### src/hdl/nic_pkg.sv
/*
 * Shared definitions for the NIC CSR and statistics block.
 * Holds the MMIO address map, field widths, the AFU identity and the
 * packed structs passed between the CSR parts and the testbench.
 */

package nic_pkg;

    // ==================================================
    // Field widths and sizes
    // ==================================================
    localparam int LMAX_NUM_OF_FLOWS = 3;
    localparam int LMAX_CCIP_BATCH   = 4;
    localparam int LMAX_POLLING_RATE = 8;

    // Rate meter window, shortened so a window fits in simulation
    localparam int RPS_WINDOW   = 1024;
    localparam int NUM_COUNTERS = 5;

    typedef logic [15:0] mmio_addr_t;
    typedef logic [63:0] mmio_data_t;
    typedef logic [8:0]  mmio_tid_t;
    typedef logic [41:0] cl_addr_t;
    typedef logic [7:0]  cnt_id_t;
    typedef logic [63:0] cnt_value_t;
    typedef logic [31:0] rps_t;

    typedef logic [LMAX_NUM_OF_FLOWS-1:0] flow_cnt_t;
    typedef logic [LMAX_CCIP_BATCH-1:0]   batch_t;
    typedef logic [LMAX_POLLING_RATE-1:0] poll_rate_t;

    // ==================================================
    // Identity and address map
    // ==================================================
    localparam logic [7:0]   NIC_ID = 8'd3;
    localparam logic [127:0] AFU_ID = 128'h5f3c_1a2e_8b47_4d90_a6c1_3e72_9b05_d418;

    // Feature type AFU in 63:60, end of list in bit 40
    localparam mmio_data_t AFU_DFH = 64'h1000_0100_0000_0000;

    localparam mmio_addr_t AFU_DFH_ADDR  = 16'h0000;
    localparam mmio_addr_t AFU_ID_L_ADDR = 16'h0002;
    localparam mmio_addr_t AFU_ID_H_ADDR = 16'h0004;

    localparam mmio_addr_t CSR_BASE = 16'h0010;

    // Offsets from CSR_BASE, 64-bit words at even addresses
    localparam mmio_addr_t ADDR_MEM_TX    = 16'd0;
    localparam mmio_addr_t ADDR_MEM_RX    = 16'd2;
    localparam mmio_addr_t ADDR_NIC_START = 16'd4;
    localparam mmio_addr_t ADDR_NUM_FLOWS = 16'd6;
    localparam mmio_addr_t ADDR_INIT      = 16'd8;
    localparam mmio_addr_t ADDR_STATUS    = 16'd10;
    localparam mmio_addr_t ADDR_RPS       = 16'd12;
    localparam mmio_addr_t ADDR_CNT_SEL   = 16'd14;
    localparam mmio_addr_t ADDR_CNT_VALUE = 16'd16;
    localparam mmio_addr_t ADDR_TX_BATCH  = 16'd24;
    localparam mmio_addr_t ADDR_POLL_RATE = 16'd28;

    // ==================================================
    // Structs
    // ==================================================
    typedef struct packed {
        logic       rd_valid;
        logic       wr_valid;
        mmio_addr_t address;
        mmio_tid_t  tid;
        mmio_data_t data;
    } mmio_req_t;

    typedef struct packed {
        logic       rd_valid;
        mmio_tid_t  tid;
        mmio_data_t data;
    } mmio_rsp_t;

    typedef struct packed {
        cl_addr_t   tx_base;
        cl_addr_t   rx_base;
        flow_cnt_t  num_flows_m1;
        logic       start;
        batch_t     tx_batch;
        poll_rate_t poll_rate;
    } nic_cfg_t;

    // Counter ids 0 to 4 follow this order
    typedef struct packed {
        logic rx_rpc;
        logic tx_rpc;
        logic tx_drop;
        logic net_tx;
        logic net_rx;
    } nic_events_t;

    typedef struct packed {
        logic ccip_initialized;
        logic rpc_initialized;
        logic err_ccip;
        logic err_rpc;
        logic err_rx_fifo;
        logic err_tx_fifo;
    } nic_health_t;

    typedef struct packed {
        logic [7:0] nic_id;
        logic       ready;
        logic       running;
        logic       error;
        logic       err_ccip;
        logic       err_rpc;
        logic       err_rx_fifo;
        logic       err_tx_fifo;
    } nic_status_t;

endpackage

### src/hdl/nic_csr_write.sv
/*
 * MMIO write side of the NIC CSR block.
 * Decodes host writes into the configuration register file, the
 * counter select register and the one-cycle init strobe.
 */

`timescale 1ns/1ps

module nic_csr_write (
    input  logic               ccip_clk,
    input  logic               reset,

    input  nic_pkg::mmio_req_t mmio_req,

    output nic_pkg::nic_cfg_t  cfg,
    output logic               nic_init,
    output nic_pkg::cnt_id_t   cnt_sel
);

    // ==================================================
    // Write decode
    // ==================================================
    nic_pkg::mmio_data_t wr_data;

    assign wr_data = mmio_req.data;

    always_ff @(posedge ccip_clk) begin
        // Init is a strobe, cleared unless written this cycle
        nic_init <= 1'b0;

        if (mmio_req.wr_valid) begin
            case (mmio_req.address)
                nic_pkg::CSR_BASE + nic_pkg::ADDR_MEM_TX: begin
                    cfg.tx_base <= nic_pkg::cl_addr_t'(wr_data);
                end

                nic_pkg::CSR_BASE + nic_pkg::ADDR_MEM_RX: begin
                    cfg.rx_base <= nic_pkg::cl_addr_t'(wr_data);
                end

                nic_pkg::CSR_BASE + nic_pkg::ADDR_NIC_START: begin
                    cfg.start <= wr_data[0];
                end

                // Host writes the count, hardware keeps count - 1
                nic_pkg::CSR_BASE + nic_pkg::ADDR_NUM_FLOWS: begin
                    cfg.num_flows_m1 <= nic_pkg::flow_cnt_t'(wr_data) - 1'b1;
                end

                nic_pkg::CSR_BASE + nic_pkg::ADDR_INIT: begin
                    nic_init <= 1'b1;
                end

                nic_pkg::CSR_BASE + nic_pkg::ADDR_CNT_SEL: begin
                    cnt_sel <= nic_pkg::cnt_id_t'(wr_data);
                end

                nic_pkg::CSR_BASE + nic_pkg::ADDR_TX_BATCH: begin
                    cfg.tx_batch <= nic_pkg::batch_t'(wr_data);
                end

                nic_pkg::CSR_BASE + nic_pkg::ADDR_POLL_RATE: begin
                    cfg.poll_rate <= nic_pkg::poll_rate_t'(wr_data);
                end

                default: begin
                end
            endcase
        end

        if (reset) begin
            cfg      <= '0;
            nic_init <= 1'b0;
            cnt_sel  <= '0;
        end
    end

    // ==================================================
    // Checks
    // ==================================================
    // Host side: one MMIO request kind per cycle
    a_rd_wr_exclusive: assert property (
        @(posedge ccip_clk) disable iff (reset)
        !(mmio_req.rd_valid && mmio_req.wr_valid)
    );

endmodule

### src/hdl/nic_counters.sv
/*
 * Packet event counters and request rate meter.
 * Counts the five event strobes, returns the counter picked by the
 * select register and measures rx_rpc strobes per window.
 */

`timescale 1ns/1ps

module nic_counters #(
    parameter int WINDOW_CYCLES = nic_pkg::RPS_WINDOW
) (
    input  logic                 ccip_clk,
    input  logic                 reset,

    input  nic_pkg::nic_events_t events,
    input  nic_pkg::cnt_id_t     cnt_sel,

    output nic_pkg::cnt_value_t  cnt_value,
    output nic_pkg::rps_t        rps
);

    localparam int WIN_W = $clog2(WINDOW_CYCLES);

    // ==================================================
    // Event counters
    // ==================================================
    logic [nic_pkg::NUM_COUNTERS-1:0] ev_vec;
    nic_pkg::cnt_value_t              cnt_q [nic_pkg::NUM_COUNTERS];

    // Index i is counter id i
    assign ev_vec[0] = events.rx_rpc;
    assign ev_vec[1] = events.tx_rpc;
    assign ev_vec[2] = events.tx_drop;
    assign ev_vec[3] = events.net_tx;
    assign ev_vec[4] = events.net_rx;

    always_ff @(posedge ccip_clk) begin
        if (reset) begin
            for (int i = 0; i < nic_pkg::NUM_COUNTERS; i++) begin
                cnt_q[i] <= '0;
            end
        end else begin
            for (int i = 0; i < nic_pkg::NUM_COUNTERS; i++) begin
                if (ev_vec[i]) begin
                    cnt_q[i] <= cnt_q[i] + 1'b1;
                end
            end
        end
    end

    // Unknown ids fall through to zero
    always_comb begin
        cnt_value = '0;
        for (int i = 0; i < nic_pkg::NUM_COUNTERS; i++) begin
            if (cnt_sel == nic_pkg::cnt_id_t'(i)) begin
                cnt_value = cnt_q[i];
            end
        end
    end

    // ==================================================
    // Rate meter
    // ==================================================
    logic [WIN_W-1:0] win_cnt;
    nic_pkg::rps_t    rate_cnt;
    logic             win_end;

    assign win_end = (win_cnt == WIN_W'(WINDOW_CYCLES - 1));

    always_ff @(posedge ccip_clk) begin
        if (reset) begin
            win_cnt  <= '0;
            rate_cnt <= '0;
            rps      <= '0;
        end else if (win_end) begin
            // Last sample of the window goes straight into rps
            rps      <= rate_cnt + nic_pkg::rps_t'(events.rx_rpc);
            rate_cnt <= '0;
            win_cnt  <= '0;
        end else begin
            rate_cnt <= rate_cnt + nic_pkg::rps_t'(events.rx_rpc);
            win_cnt  <= win_cnt + 1'b1;
        end
    end

    // ==================================================
    // Checks
    // ==================================================
    // At most one strobe per cycle, so a window cannot hold more
    a_rps_bound: assert property (
        @(posedge ccip_clk) disable iff (reset)
        rps <= nic_pkg::rps_t'(WINDOW_CYCLES)
    );

endmodule

### src/hdl/nic_csr_read.sv
/*
 * MMIO read side of the NIC CSR block.
 * Registers the status word from the health levels and the start flag,
 * and answers every host read one cycle later with its tid.
 */

`timescale 1ns/1ps

module nic_csr_read (
    input  logic                 ccip_clk,
    input  logic                 reset,

    input  nic_pkg::mmio_req_t   mmio_req,
    input  nic_pkg::nic_health_t health,
    input  logic                 start,
    input  nic_pkg::cnt_value_t  cnt_value,
    input  nic_pkg::rps_t        rps,

    output nic_pkg::mmio_rsp_t   mmio_rsp
);

    // ==================================================
    // Status register
    // ==================================================
    nic_pkg::nic_status_t status;
    logic                 sys_ready;

    assign sys_ready = health.ccip_initialized & health.rpc_initialized;

    always_ff @(posedge ccip_clk) begin
        if (reset) begin
            status <= '0;
        end else begin
            status.nic_id  <= nic_pkg::NIC_ID;
            status.ready   <= sys_ready;
            status.running <= sys_ready & start;

            status.err_ccip    <= health.err_ccip;
            status.err_rpc     <= health.err_rpc;
            status.err_rx_fifo <= health.err_rx_fifo;
            status.err_tx_fifo <= health.err_tx_fifo;
            status.error       <= health.err_ccip | health.err_rpc |
                                  health.err_rx_fifo | health.err_tx_fifo;
        end
    end

    // ==================================================
    // Read mux
    // ==================================================
    nic_pkg::mmio_data_t rd_data;

    always_comb begin
        case (mmio_req.address)
            nic_pkg::AFU_DFH_ADDR:  rd_data = nic_pkg::AFU_DFH;
            nic_pkg::AFU_ID_L_ADDR: rd_data = nic_pkg::AFU_ID[63:0];
            nic_pkg::AFU_ID_H_ADDR: rd_data = nic_pkg::AFU_ID[127:64];

            // Narrow registers are right-aligned
            nic_pkg::CSR_BASE + nic_pkg::ADDR_STATUS: rd_data = nic_pkg::mmio_data_t'(status);
            nic_pkg::CSR_BASE + nic_pkg::ADDR_RPS:    rd_data = nic_pkg::mmio_data_t'(rps);
            nic_pkg::CSR_BASE + nic_pkg::ADDR_CNT_VALUE: rd_data = cnt_value;

            default: rd_data = '0;
        endcase
    end

    // Every read is answered, no back-pressure
    always_ff @(posedge ccip_clk) begin
        mmio_rsp.rd_valid <= mmio_req.rd_valid;
        mmio_rsp.tid      <= mmio_req.tid;
        mmio_rsp.data     <= rd_data;

        if (reset) begin
            mmio_rsp.rd_valid <= 1'b0;
        end
    end

    // ==================================================
    // Checks
    // ==================================================
    a_rsp_follows_req: assert property (
        @(posedge ccip_clk) disable iff (reset)
        mmio_rsp.rd_valid |-> $past(mmio_req.rd_valid)
    );

endmodule

### src/hdl/nic_csr_top.sv
/*
 * Top level of the NIC CSR and statistics block.
 * Joins the write decode, the counters and the read side on ccip_clk.
 */

`timescale 1ns/1ps

module nic_csr_top (
    input  logic                 ccip_clk,
    input  logic                 reset,

    // Host MMIO
    input  nic_pkg::mmio_req_t   mmio_req,
    output nic_pkg::mmio_rsp_t   mmio_rsp,

    // From transport and RPC layers
    input  nic_pkg::nic_events_t nic_events,
    input  nic_pkg::nic_health_t nic_health,

    // To transport and RPC layers
    output nic_pkg::nic_cfg_t    cfg,
    output logic                 nic_init
);

    nic_pkg::cnt_id_t    cnt_sel;
    nic_pkg::cnt_value_t cnt_value;
    nic_pkg::rps_t       rps;

    // ==================================================
    // Input side
    // ==================================================
    nic_csr_write u_csr_write (
        .ccip_clk (ccip_clk),
        .reset    (reset),
        .mmio_req (mmio_req),
        .cfg      (cfg),
        .nic_init (nic_init),
        .cnt_sel  (cnt_sel)
    );

    // ==================================================
    // Counters and rate meter
    // ==================================================
    nic_counters #(
        .WINDOW_CYCLES (nic_pkg::RPS_WINDOW)
    ) u_counters (
        .ccip_clk  (ccip_clk),
        .reset     (reset),
        .events    (nic_events),
        .cnt_sel   (cnt_sel),
        .cnt_value (cnt_value),
        .rps       (rps)
    );

    // ==================================================
    // Output side
    // ==================================================
    nic_csr_read u_csr_read (
        .ccip_clk  (ccip_clk),
        .reset     (reset),
        .mmio_req  (mmio_req),
        .health    (nic_health),
        .start     (cfg.start),
        .cnt_value (cnt_value),
        .rps       (rps),
        .mmio_rsp  (mmio_rsp)
    );

endmodule

### config.mk
export PLATFORM = sky130hd
export DESIGN_NAME = nic_csr_top
export DESIGN_NICKNAME = d
export VERILOG_FILES = /design/src/hdl/nic_pkg.sv /design/src/hdl/nic_csr_write.sv /design/src/hdl/nic_counters.sv /design/src/hdl/nic_csr_read.sv /design/src/hdl/nic_csr_top.sv
export SDC_FILE = /design/constraint.sdc
export NUM_CORES = 1
export LEC_CHECK = 0
export ABC_CLOCK_PERIOD_IN_PS = 2200
export BUFFER_PORTS_ARGS = -buffer_cell sky130_fd_sc_hd__buf_4
export CORE_MARGIN = 1.5
export CORE_UTILIZATION = 30
export CTS_CLUSTER_DIAMETER = 200
export DETAILED_ROUTE_END_ITERATION = 10
export PLACE_DENSITY_LB_ADDON = 0.15
export SETUP_SLACK_MARGIN = 0.15
export SYNTH_ARGS = -nofsm -noshare
export SYNTH_HDL_FRONTEND = slang
export SYNTH_SLANG_ARGS = --single-unit
export TNS_END_PERCENT = 100
### constraint.sdc
create_clock -name ccip_clk -period 2.2 [get_ports ccip_clk]
set_input_delay 0.33 -clock ccip_clk [delete_from_list [all_inputs] [get_ports ccip_clk]]
set_output_delay 0.33 -clock ccip_clk [all_outputs]
set_load 0.005 [all_outputs]
==> metrics.cfg, run 1 <==
[sta]
worstMarginPinSlew_ps=581
slew_viol_final=0
clock_skew_ps=26.5
rsz0062_at_grt=yes
finalSetupViolCount=0
period_minus_slack_ps=2180
max_freq_mhz=459
min_period_over_period_pct=99.0
fin_tns_setup_ps=0
final_hold_viol_count=0
slew_headroom_pct=60.9
setup_slack_ps=21.7

[clock_network]
clockBufferDepth=3
clock-sinks=585
htree_levels=3
cts_root_buf=clkbuf_16
worstSkewPairLatency_ps=650
clk_pin_slew_ps=60
cts_buffers=74
cts_tree=built

[setup_path]
cp-end-kind=register
crit_buf_inv=3
path_delay_family=simple AND/OR/NAND/NOR gates
max_stage_delay_ps=410
crit_arrival_ps=2570
path_max_fanout=8
cp_data_required_time_ps=2590
critical_path_class=register to register
startpoint_type=register
cp_cell_sequence=nand4_4 > nor4_4 > nand4_1 > buf_6 > buf_6 > clkbuf_16 > o31ai_4 > a21oi_2
cp_common_cell=buf_6
crit_slowest_cell=edfxtp_1

[route]
ant_nets=0
wl_um=105000
viasPerCell=5.24
wl_per_cell_um=20.2
via_count=27400
drt_iter0_drc=1735
drc=0
firstDrtPassIters=7

[synth]
yosys_most_used_dff=edfxtp_1
ys_types=62
synth_area_per_cell_um2=9.35
ys_seq_area_share_pct=51.0
ys_async_sr_fraction_pct=0
yosysWarnings=0
synthCells=3125
synth-seq-cells=585
synth_area_um2=29200
synth-edff-count=320
syn_nets=3238

[grt]
grt_pass1_vias=26100
grt_max_degree=65
antenna_found_initial=2
overflow=0
grt_pass1_wl_um=155000
grt_usage_pct=20.1

[placement]
place_ws_ps=-81.5
port_buffers=256
hpwlAfterDp_um=73500
place_area_um2=35900
gp_congestion=0.863

[finish]
layout_commonest_cell=buf_4
nFillCells=9437
final_cell_mix=buf_4 (715), nand2_1 (359), edfxtp_1 (320), nor2_1 (279), dfxtp_1 (262)
finalInstanceArea_um2=41600
antennaDiodeCount=0
seq_area_um2=14900
final_core_util_pct=43.1
area_growth_syn_to_layout_pct=42.5
multiInputGateArea_um2=15000
layout-drive-gt1-share_pct=32.3
fin_nets=3998

[floorplanning]
start_util_pct=30.3
die-area_um2=99300
rows=114
die_h_um=315
die_w_um=315
ios=279
core-area_um2=96600

[pwr]
clkPwrFrac_pct=44.3
power.total_w=0.0273
leakage_nw=15.1
p_switching_w=0.00693
power.internal_w=0.0204
peakVddDrop_mv=0.600
combinationalPowerShare_pct=9.6
switching_share_pct=25.4
seq_power_share_pct=46.1
power-per-cell-area_nw_per_um2=656

[run]
cap_violations=0

[outcome]
status=finished, final reports clean

[min_path]
min_path_type=input port to register

[synth_stat cells (9+ instances only)]
master	number	area [µm²]
or2_2	17	106
xnor2_1	71	622
o31ai_1	63	473
and2_1	25	156
dfxtp_1	265	5310
xor2_1	114	998
a21oi_1	272	1360
a221oi_1	28	245
o211ai_1	25	188
o21ai_0	202	1010
mux2_2	15	169
nor3_1	37	185
and3_1	46	288
nand4_1	132	826
inv_1	36	135
ha_1	9	113
or3_1	95	594
nor2_1	284	1070
nor4_1	41	257
and4_1	27	236
clkbuf_1	175	657
a211oi_1	15	113
buf_1	10	37.5
nor2b_1	26	163
a31oi_1	12	75.1
edfxtp_1	320	9610
a22oi_1	10	75.1
o311ai_0	9	78.8
nand2_1	364	1370
o22ai_1	11	68.8
nand3_1	157	786
o221ai_1	20	175
mux2i_1	55	551
or4_1	64	480
a211o_1	14	123
[worst paths after layout]
check | endpoint | cells past startpoint | slack [ps] | startpoint
worst max-delay path | u_counters.cnt_q[0][319]$_SDFFCE_PP0P_ | 8 | 20 | u_counters.cnt_q[0][265]$_SDFFCE_PP0P_
worst max register to register | u_counters.cnt_q[0][319]$_SDFFCE_PP0P_ | 8 | 20 | u_counters.cnt_q[0][265]$_SDFFCE_PP0P_
worst min-delay path | u_counters.rate_cnt[0]$_SDFF_PP0_ | 3 | 70 | nic_events[4]
worst min register to register | u_csr_write.cfg[71]$_SDFFE_PP0P_ | 2 | 450 | u_csr_write.cfg[71]$_SDFFE_PP0P_
[stage by stage]
| step | cells | hold slack [ps] |
|---|---|---|
| floorplan | 3125 | 358 |
| global placement | 4902 | 435 |
| detailed placement | 4902 | 436 |
| CTS | 5147 | 30.0 |
| global route | 5220 | 60.3 |
| finish | 5220 | 74.2 |
[power by group through the flow]
stage / clock network (W) / registers, W / logic, W
floorplan: 0 / 0.0128 / 0.000937
global placement: 0 / 0.0128 / 0.00230
detailed placement: 0 / 0.0128 / 0.00232
CTS: 0.0124 / 0.0126 / 0.00245
global route: 0.0128 / 0.0127 / 0.00285
finish: 0.0121 / 0.0126 / 0.00262
[tightest hold or removal path, cell delays in order]
cell    delay [ps]
buf_4          100
ha_1           140
and2_1         110
[cells by family (layout without fill, tap and decap cells)]
| kind of cell | Yosys count | after routing | synth area share, % |
|---|---|---|---|
| mux | 72 | 72 | 2.62 |
| compound gates | 695 | 695 | 14.0 |
| fa+ha+maj | 9 | 9 | 0.385 |
| simple gates | 1351 | 1351 | 23.4 |
| buf+inv | 228 | 1047 | 2.97 |
| flops | 585 | 585 | 51.0 |
| xor+xnor | 185 | 185 | 5.55 |
[registers in the layout, summed over array words and instances, names as in the netlist]
signal                flops
u_counters.cnt_q        320
u_counters.rps           32
u_counters.rate_cnt      32
u_csr_write.cfg         100
u_csr_read.mmio_rsp      74
u_csr_write.cnt_sel       8
u_csr_read.status         8
u_counters.win_cnt       10
u_csr_write.nic_init      1
[what timing repair did]
action / CTS / global route
hold buffers: 60 / 0
setup endpoints to repair: 135 / 226
gates resized for setup: 81 / 324
pin swaps: 55 / 134
hold endpoints to repair: 115 / 0
gates cloned: 3 / 13
setup buffers: 47 / 61
[metal layers]
| metal | share of wire [%] | vias up | GRT usage [%] |
|---|---|---|---|
| met2 | 47 | 730 | 33.0 |
| met5 | 0 | - | 0 |
| li1 | - | 13200 | - |
| met3 | 6.3 | 160 | 4.20 |
| met4 | 2.8 | 0 | 6.13 |
| met1 | 44 | 13300 | 26.4 |
[area by class of cell]
type	instances	area share, %
inverters	36	0.325
clock inverters	28	0.514
repair buffers	876	18.1
well taps	1276	3.83
flip-flops and latches	585	35.8
clock buffers	107	5.24
multi-input cells	2312	36.1
No activity file was read; power rests on OpenSTA's default activity.
==> run 2: changes to the inputs <==
- PLACE_DENSITY_LB_ADDON: 0.15 -> default
==> metrics.cfg, run 2 (synthesis gave the netlist of run 1 again) <==
[outcome]
status=finished, final reports clean

[pwr]
leakage_nw=15.6  ; +3.2%
peakVddDrop_mv=0.592  ; -1.4%
power-per-cell-area_nw_per_um2=645  ; -1.7%

[sta]
worstMarginPinSlew_ps=817  ; +236 ps
fin_hold_ws_ps=67.3  ; -6.91 ps
period_minus_slack_ps=2190  ; +13.7 ps
max_freq_mhz=456  ; -0.62%
slew_viol_final=0  ; unchanged
min_period_over_period_pct=99.6  ; +0.62 points
finalSetupViolCount=0  ; unchanged
clock_skew_ps=33.3  ; +6.81 ps
final_hold_viol_count=0  ; unchanged
slew_headroom_pct=45.6  ; -15 points
rsz0062_at_grt=yes
fin_tns_setup_ps=0  ; unchanged

[clock_network]
htree_levels=3  ; unchanged
clock-sinks=585  ; unchanged
clk_pin_slew_ps=60  ; about the same
cts_root_buf=clkbuf_16
cts_tree=built
clockBufferDepth=3  ; unchanged
worstSkewPairLatency_ps=640  ; about the same
cts_buffers=70  ; -5.4%

[setup_path]
crit_slowest_cell=or4_4
cp_cell_sequence=nand4_1 > nor4_2 > buf_4 > nand4_1 > buf_6 > or4_4 > a21oi_2
path_max_fanout=5  ; -3
r2r_end=u_counters.cnt_q[0][254]$_SDFFCE_PP0P_
cp-end-kind=register
r2r-start=u_counters.cnt_q[0][216]$_SDFFCE_PP0P_
cp_data_required_time_ps=2680  ; +90 ps
crit_start=u_counters.cnt_q[0][216]$_SDFFCE_PP0P_
cp_common_cell=nand4_1
critPathCapture=u_counters.cnt_q[0][254]$_SDFFCE_PP0P_
crit_arrival_ps=2670  ; +100 ps
startpoint_type=register
rrSetupSlack_ps=8  ; about the same
max_stage_delay_ps=480  ; +70 ps
critical_path_class=register to register
rr_worst_depth=7  ; -1

[route]
wl_per_cell_um=19.3  ; -4.4%
drc=0  ; unchanged
met2WireLength_um=47500  ; -3.7%
wl_met1_um=43000  ; -7.3%
drt_iter0_drc=2342  ; +35%
routed.top_layer=met4
via_count=28200  ; +3.1%
viasPerCell=5.34  ; +2.0%
firstDrtPassIters=5  ; -2
dr_wl_met3_um=8180  ; +23%
wl_um=102000  ; -3.3%
ant_nets=0  ; unchanged

[floorplanning]
die_w_um=315  ; unchanged
core-area_um2=96600  ; unchanged
die-area_um2=99300  ; unchanged
start_util_pct=30.3  ; unchanged
rows=114  ; unchanged
die_h_um=315  ; unchanged
ios=279  ; unchanged

[finish]
layout_commonest_cell=buf_4
final_cell_mix=buf_4 (760), nand2_1 (360), edfxtp_1 (320), nor2_1 (274), dfxtp_1 (262)
regMostFlops=u_counters.cnt_q
fin_nets=4061  ; +1.6%
area_growth_syn_to_layout_pct=44.8
nFillCells=9135  ; -3.2%
layout-drive-gt1-share_pct=32.7  ; +0.37 points
largest_registers=u_counters.cnt_q x320, u_csr_write.cfg x100, u_csr_read.mmio_rsp x74
finalInstanceArea_um2=42300  ; +1.6%
largest_register_ffs=320  ; unchanged
antennaDiodeCount=0  ; unchanged

[placement]
port_buffers=256  ; unchanged
place_area_um2=36100  ; +0.44%
hpwlAfterDp_um=69400  ; -5.5%
gp_congestion=0.913  ; +5.8%

[grt]
overflow=0  ; unchanged
grt_pass1_wl_um=150000  ; -3.4%
grt_pass1_vias=26300  ; +0.92%
antenna_found_initial=1  ; -1
grt_usage_pct=19.1  ; -0.98 points
grt_max_degree=77  ; +18%

[min_path]
min_path_type=input port to register

[run]
cap_violations=0  ; unchanged

## run 2: changes by cell type in the layout (fill, tap and decap cells not counted), sizes merged
cell         previous run  this run
dlygate4sd3            60        62
bufinv                  1         5
clkbuf                112       105
buf                   810       875
inv                    42        37
## run 2: per-layer routing
layer  vias up  global-route usage (%)
li1      13300                       -
met1     13800                    25.2
met2      1005                    30.6
met3       178                    4.42
met4         0                    6.49
met5         -                       0
## run 2: how the worst min path moves through the flow
stage	cells past startpoint	slack, ps	start	end
after detailed placement	1	440	mmio_req[66]	u_csr_read.mmio_rsp[66]$_DFF_P_
after CTS	4	50	mmio_req[73]	u_csr_write.nic_init$_SDFF_PP0_
after global placement	1	430	mmio_req[71]	u_csr_read.mmio_rsp[71]$_DFF_P_
final	4	70	mmio_req[73]	u_csr_write.nic_init$_SDFF_PP0_
after floorplan	0	360	mmio_req[64]	u_csr_read.mmio_rsp[64]$_DFF_P_
after global routing	4	70	mmio_req[73]	u_csr_write.nic_init$_SDFF_PP0_
## run 2: cell type report
type / count / area [µm²] / share of cell area, %
flip-flops and latches: 585 / 14900 / 35.3
multi-input cells: 2312 / 15100 / 35.7
clock buffers: 100 / 2060 / 4.88
inverters: 36 / 135 / 0.319
well taps: 1276 / 1600 / 3.77
clock inverters: 27 / 283 / 0.668
repair buffers: 943 / 8220 / 19.4
## run 2: repair_timing
| item | in CTS | in global routing |
|---|---|---|
| hold buffers | 62 | 0 |
| endpoints found under the setup margin | 150 | 264 |
| gates cloned | 7 | 9 |
| pin swaps | 80 | 156 |
| hold endpoints to repair | 109 | 0 |
| gates resized for setup | 115 | 318 |
| setup buffers | 60 | 106 |
## run 2: power by group
group / internal, W / total (W) / switching (W)
registers: 0.0121 / 0.0126 / 0.000475
logic: 0.00133 / 0.00275 / 0.00143
clock network: 0.00713 / 0.0119 / 0.00482
total: 0.0206 / 0.0273 / 0.00672
## run 2: metrics by stage
stage	instances	util, %	power, W	setup slack (ps)
6_report	5279	43.8	0.0273	8.02
4_1_cts	5165	41.4	0.0272	72.9
2_1_floorplan	3125	-	0.0138	-15.9
3_3_place_gp	4909	37.4	0.0150	-355
5_1_grt	5279	43.8	0.0282	-90.9
3_5_place_dp	4909	37.4	0.0151	-391
## run 2: critical path: cells and delay by family, from the launching register on
kind | cells | cell delay (ps)
buffers and inverters | 2 | 340
AND/OR/NAND/NOR | 4 | 1120
flip-flops | 1 | 420
AO/OA/AOI/OAI | 1 | 150
==> run 3: changes to the inputs <==
- ABC_CLOCK_PERIOD_IN_PS: 2200 -> 2800
- SKIP_LAST_GASP: default -> 1
- clock period: 2.2 -> 2.8 ns (I/O delays scaled with it)
==> metrics.cfg, run 3 (synthesis gave the netlist of run 1 again) <==
[outcome]
status=finished, final reports clean

[setup_path]
cp_data_required_time_ps=3260  ; +580 ps
crit_arrival_ps=3000  ; +330 ps
startpoint_type=register
cp_cell_sequence=nand4_2 > or2_0 > or4_1 > or4_1 > a21oi_1
max_stage_delay_ps=700  ; +220 ps
cp_common_cell=or4_1
cp-end-kind=register
critical_path_class=register to register
path_max_fanout=8  ; +3
crit_slowest_cell=or4_1
path_delay_family=simple AND/OR/NAND/NOR gates
crit_buf_inv=0  ; -2

[placement]
hpwlAfterDp_um=63900  ; -7.9%
port_buffers=256  ; unchanged
gp_congestion=0.934  ; +2.2%
place_area_um2=33200  ; -7.9%

[grt]
grt_pass1_wl_um=141000  ; -6.2%
grt_max_degree=101  ; +31%
overflow=0  ; unchanged
grt_usage_pct=17.9  ; -1.2 points
grt_pass1_vias=24200  ; -8.2%
antenna_found_initial=2  ; +1

[route]
wl_per_cell_um=19.2  ; -0.33%
met2WireLength_um=41800  ; -12%
drc=0  ; unchanged
viasPerCell=5.40  ; +1.1%
firstDrtPassIters=8  ; +3
drt_iter0_drc=2265  ; -3.3%
wl_met1_um=39400  ; -8.3%
dr_wl_met3_um=7160  ; -12%
ant_nets=0  ; unchanged
routed.top_layer=met4
wl_um=91000  ; -11%
via_count=25600  ; -9.3%

[clock_network]
clk_pin_slew_ps=60  ; about the same
clock-sinks=585  ; unchanged
cts_root_buf=clkbuf_16
cts_buffers=71  ; +1.4%
clockBufferDepth=3  ; unchanged
cts_tree=built
htree_levels=3  ; unchanged
worstSkewPairLatency_ps=640  ; about the same

[sta]
finalSetupViolCount=0  ; unchanged
slew_viol_final=0  ; unchanged
period_minus_slack_ps=2540  ; +348 ps
fin_tns_setup_ps=0  ; unchanged
final_hold_viol_count=0  ; unchanged
clock_skew_ps=37.9  ; +4.64 ps
min_period_over_period_pct=90.7  ; -8.9 points
slew_headroom_pct=24.4  ; -21 points
rsz0062_at_grt=no
max_freq_mhz=394  ; -14%
worstMarginPinSlew_ps=1130  ; +317 ps

[finish]
finalInstanceArea_um2=35800  ; -15%
antennaDiodeCount=0  ; unchanged
nFillCells=9780  ; +7.1%
layout-drive-gt1-share_pct=16.0  ; -17 points
area_growth_syn_to_layout_pct=22.6
final_core_util_pct=37.1  ; -6.7 points
largest_registers=u_counters.cnt_q x320, u_csr_write.cfg x100, u_csr_read.mmio_rsp x74
fin_nets=3516  ; -13%
final_cell_mix=nand2_1 (364), buf_4 (356), edfxtp_1 (320), nor2_1 (280), a21oi_1 (272)
largest_register_ffs=320  ; unchanged
regMostFlops=u_counters.cnt_q
layout_commonest_cell=nand2_1

[floorplanning]
die_w_um=315  ; unchanged
start_util_pct=30.3  ; unchanged
rows=114  ; unchanged
core-area_um2=96600  ; unchanged
die_h_um=315  ; unchanged
ios=279  ; unchanged
die-area_um2=99300  ; unchanged

[pwr]
peakVddDrop_mv=0.691  ; +17%
seq_power_share_pct=48.6  ; +2.4 points
p_switching_w=0.00517  ; -23%
combinationalPowerShare_pct=5.8  ; -4.3 points
leakage_nw=12.2  ; -22%
clkPwrFrac_pct=45.7  ; +1.9 points
switching_share_pct=24.9  ; +0.32 points
power.internal_w=0.0156  ; -24%
power-per-cell-area_nw_per_um2=579  ; -10%

[run]
cap_violations=0  ; unchanged

[min_path]
min_path_type=input port to register

## run 3: through the flow
stage / hold WS [ps] / instances / setup slack (ps) / power (W)
after detailed placement: 445 / 4582 / 268 / 0.0114
after CTS: 0.464 / 4730 / 283 / 0.0210
after floorplan: 420 / 3125 / 447 / 0.0108
final: 32.7 / 4735 / 260 / 0.0208
after global placement: 438 / 4582 / 309 / 0.0114
after global routing: 25.8 / 4735 / 148 / 0.0215
## run 3: tightest hold or removal path, cell delays in order
cell     delay (ps)
buf_4           110
nand2_1          50
a21oi_1          50
## run 3: final timing paths
path                                          start  slack (ps)  cells past startpoint                                     end
max          u_counters.cnt_q[0][284]$_SDFFCE_PP0P_         260                      5  u_counters.cnt_q[0][312]$_SDFFCE_PP0P_
min                                    mmio_req[37]          30                      3        u_csr_write.cfg[95]$_SDFFE_PP0P_
max reg2reg  u_counters.cnt_q[0][284]$_SDFFCE_PP0P_         260                      5  u_counters.cnt_q[0][312]$_SDFFCE_PP0P_
min reg2reg        u_csr_write.cfg[92]$_SDFFE_PP0P_         450                      2        u_csr_write.cfg[92]$_SDFFE_PP0P_
## run 3: layout make-up
| type | count | area (µm²) | area share [%] |
|---|---|---|---|
| Sequential cell | 585 | 14900 | 41.6 |
| Clock inverter | 35 | 317 | 0.883 |
| Inverter | 36 | 135 | 0.377 |
| Tap cell | 1276 | 1600 | 4.46 |
| Timing Repair Buffer | 397 | 3300 | 9.22 |
| Clock buffer | 94 | 2070 | 5.78 |
| Multi-Input combinational cell | 2312 | 13500 | 37.7 |
## run 3: power groups by stage
stage          logic, W  clock network (W)  registers (W)
6_report        0.00120            0.00948         0.0101
5_1_grt         0.00132             0.0100         0.0102
4_1_cts         0.00121            0.00969         0.0101
3_5_place_dp    0.00118                  0         0.0103
3_3_place_gp    0.00115                  0         0.0102
2_1_floorplan  0.000727                  0         0.0101
## run 3: routing by layer
layer | vias to the layer above | track usage, %
li1 | 12200 | -
met1 | 12400 | 24.1
met2 | 918 | 28.4
met3 | 143 | 3.97
met4 | 0 | 6.03
met5 | - | 0
## run 3: what timing repair did
item / 4_1_cts / 5_1_grt
setup buffers: 0 / 5
setup endpoints to repair: 0 / 12
resized for setup: 0 / 3
hold buffers: 19 / 0
endpoints found under the hold margin: 19 / 0
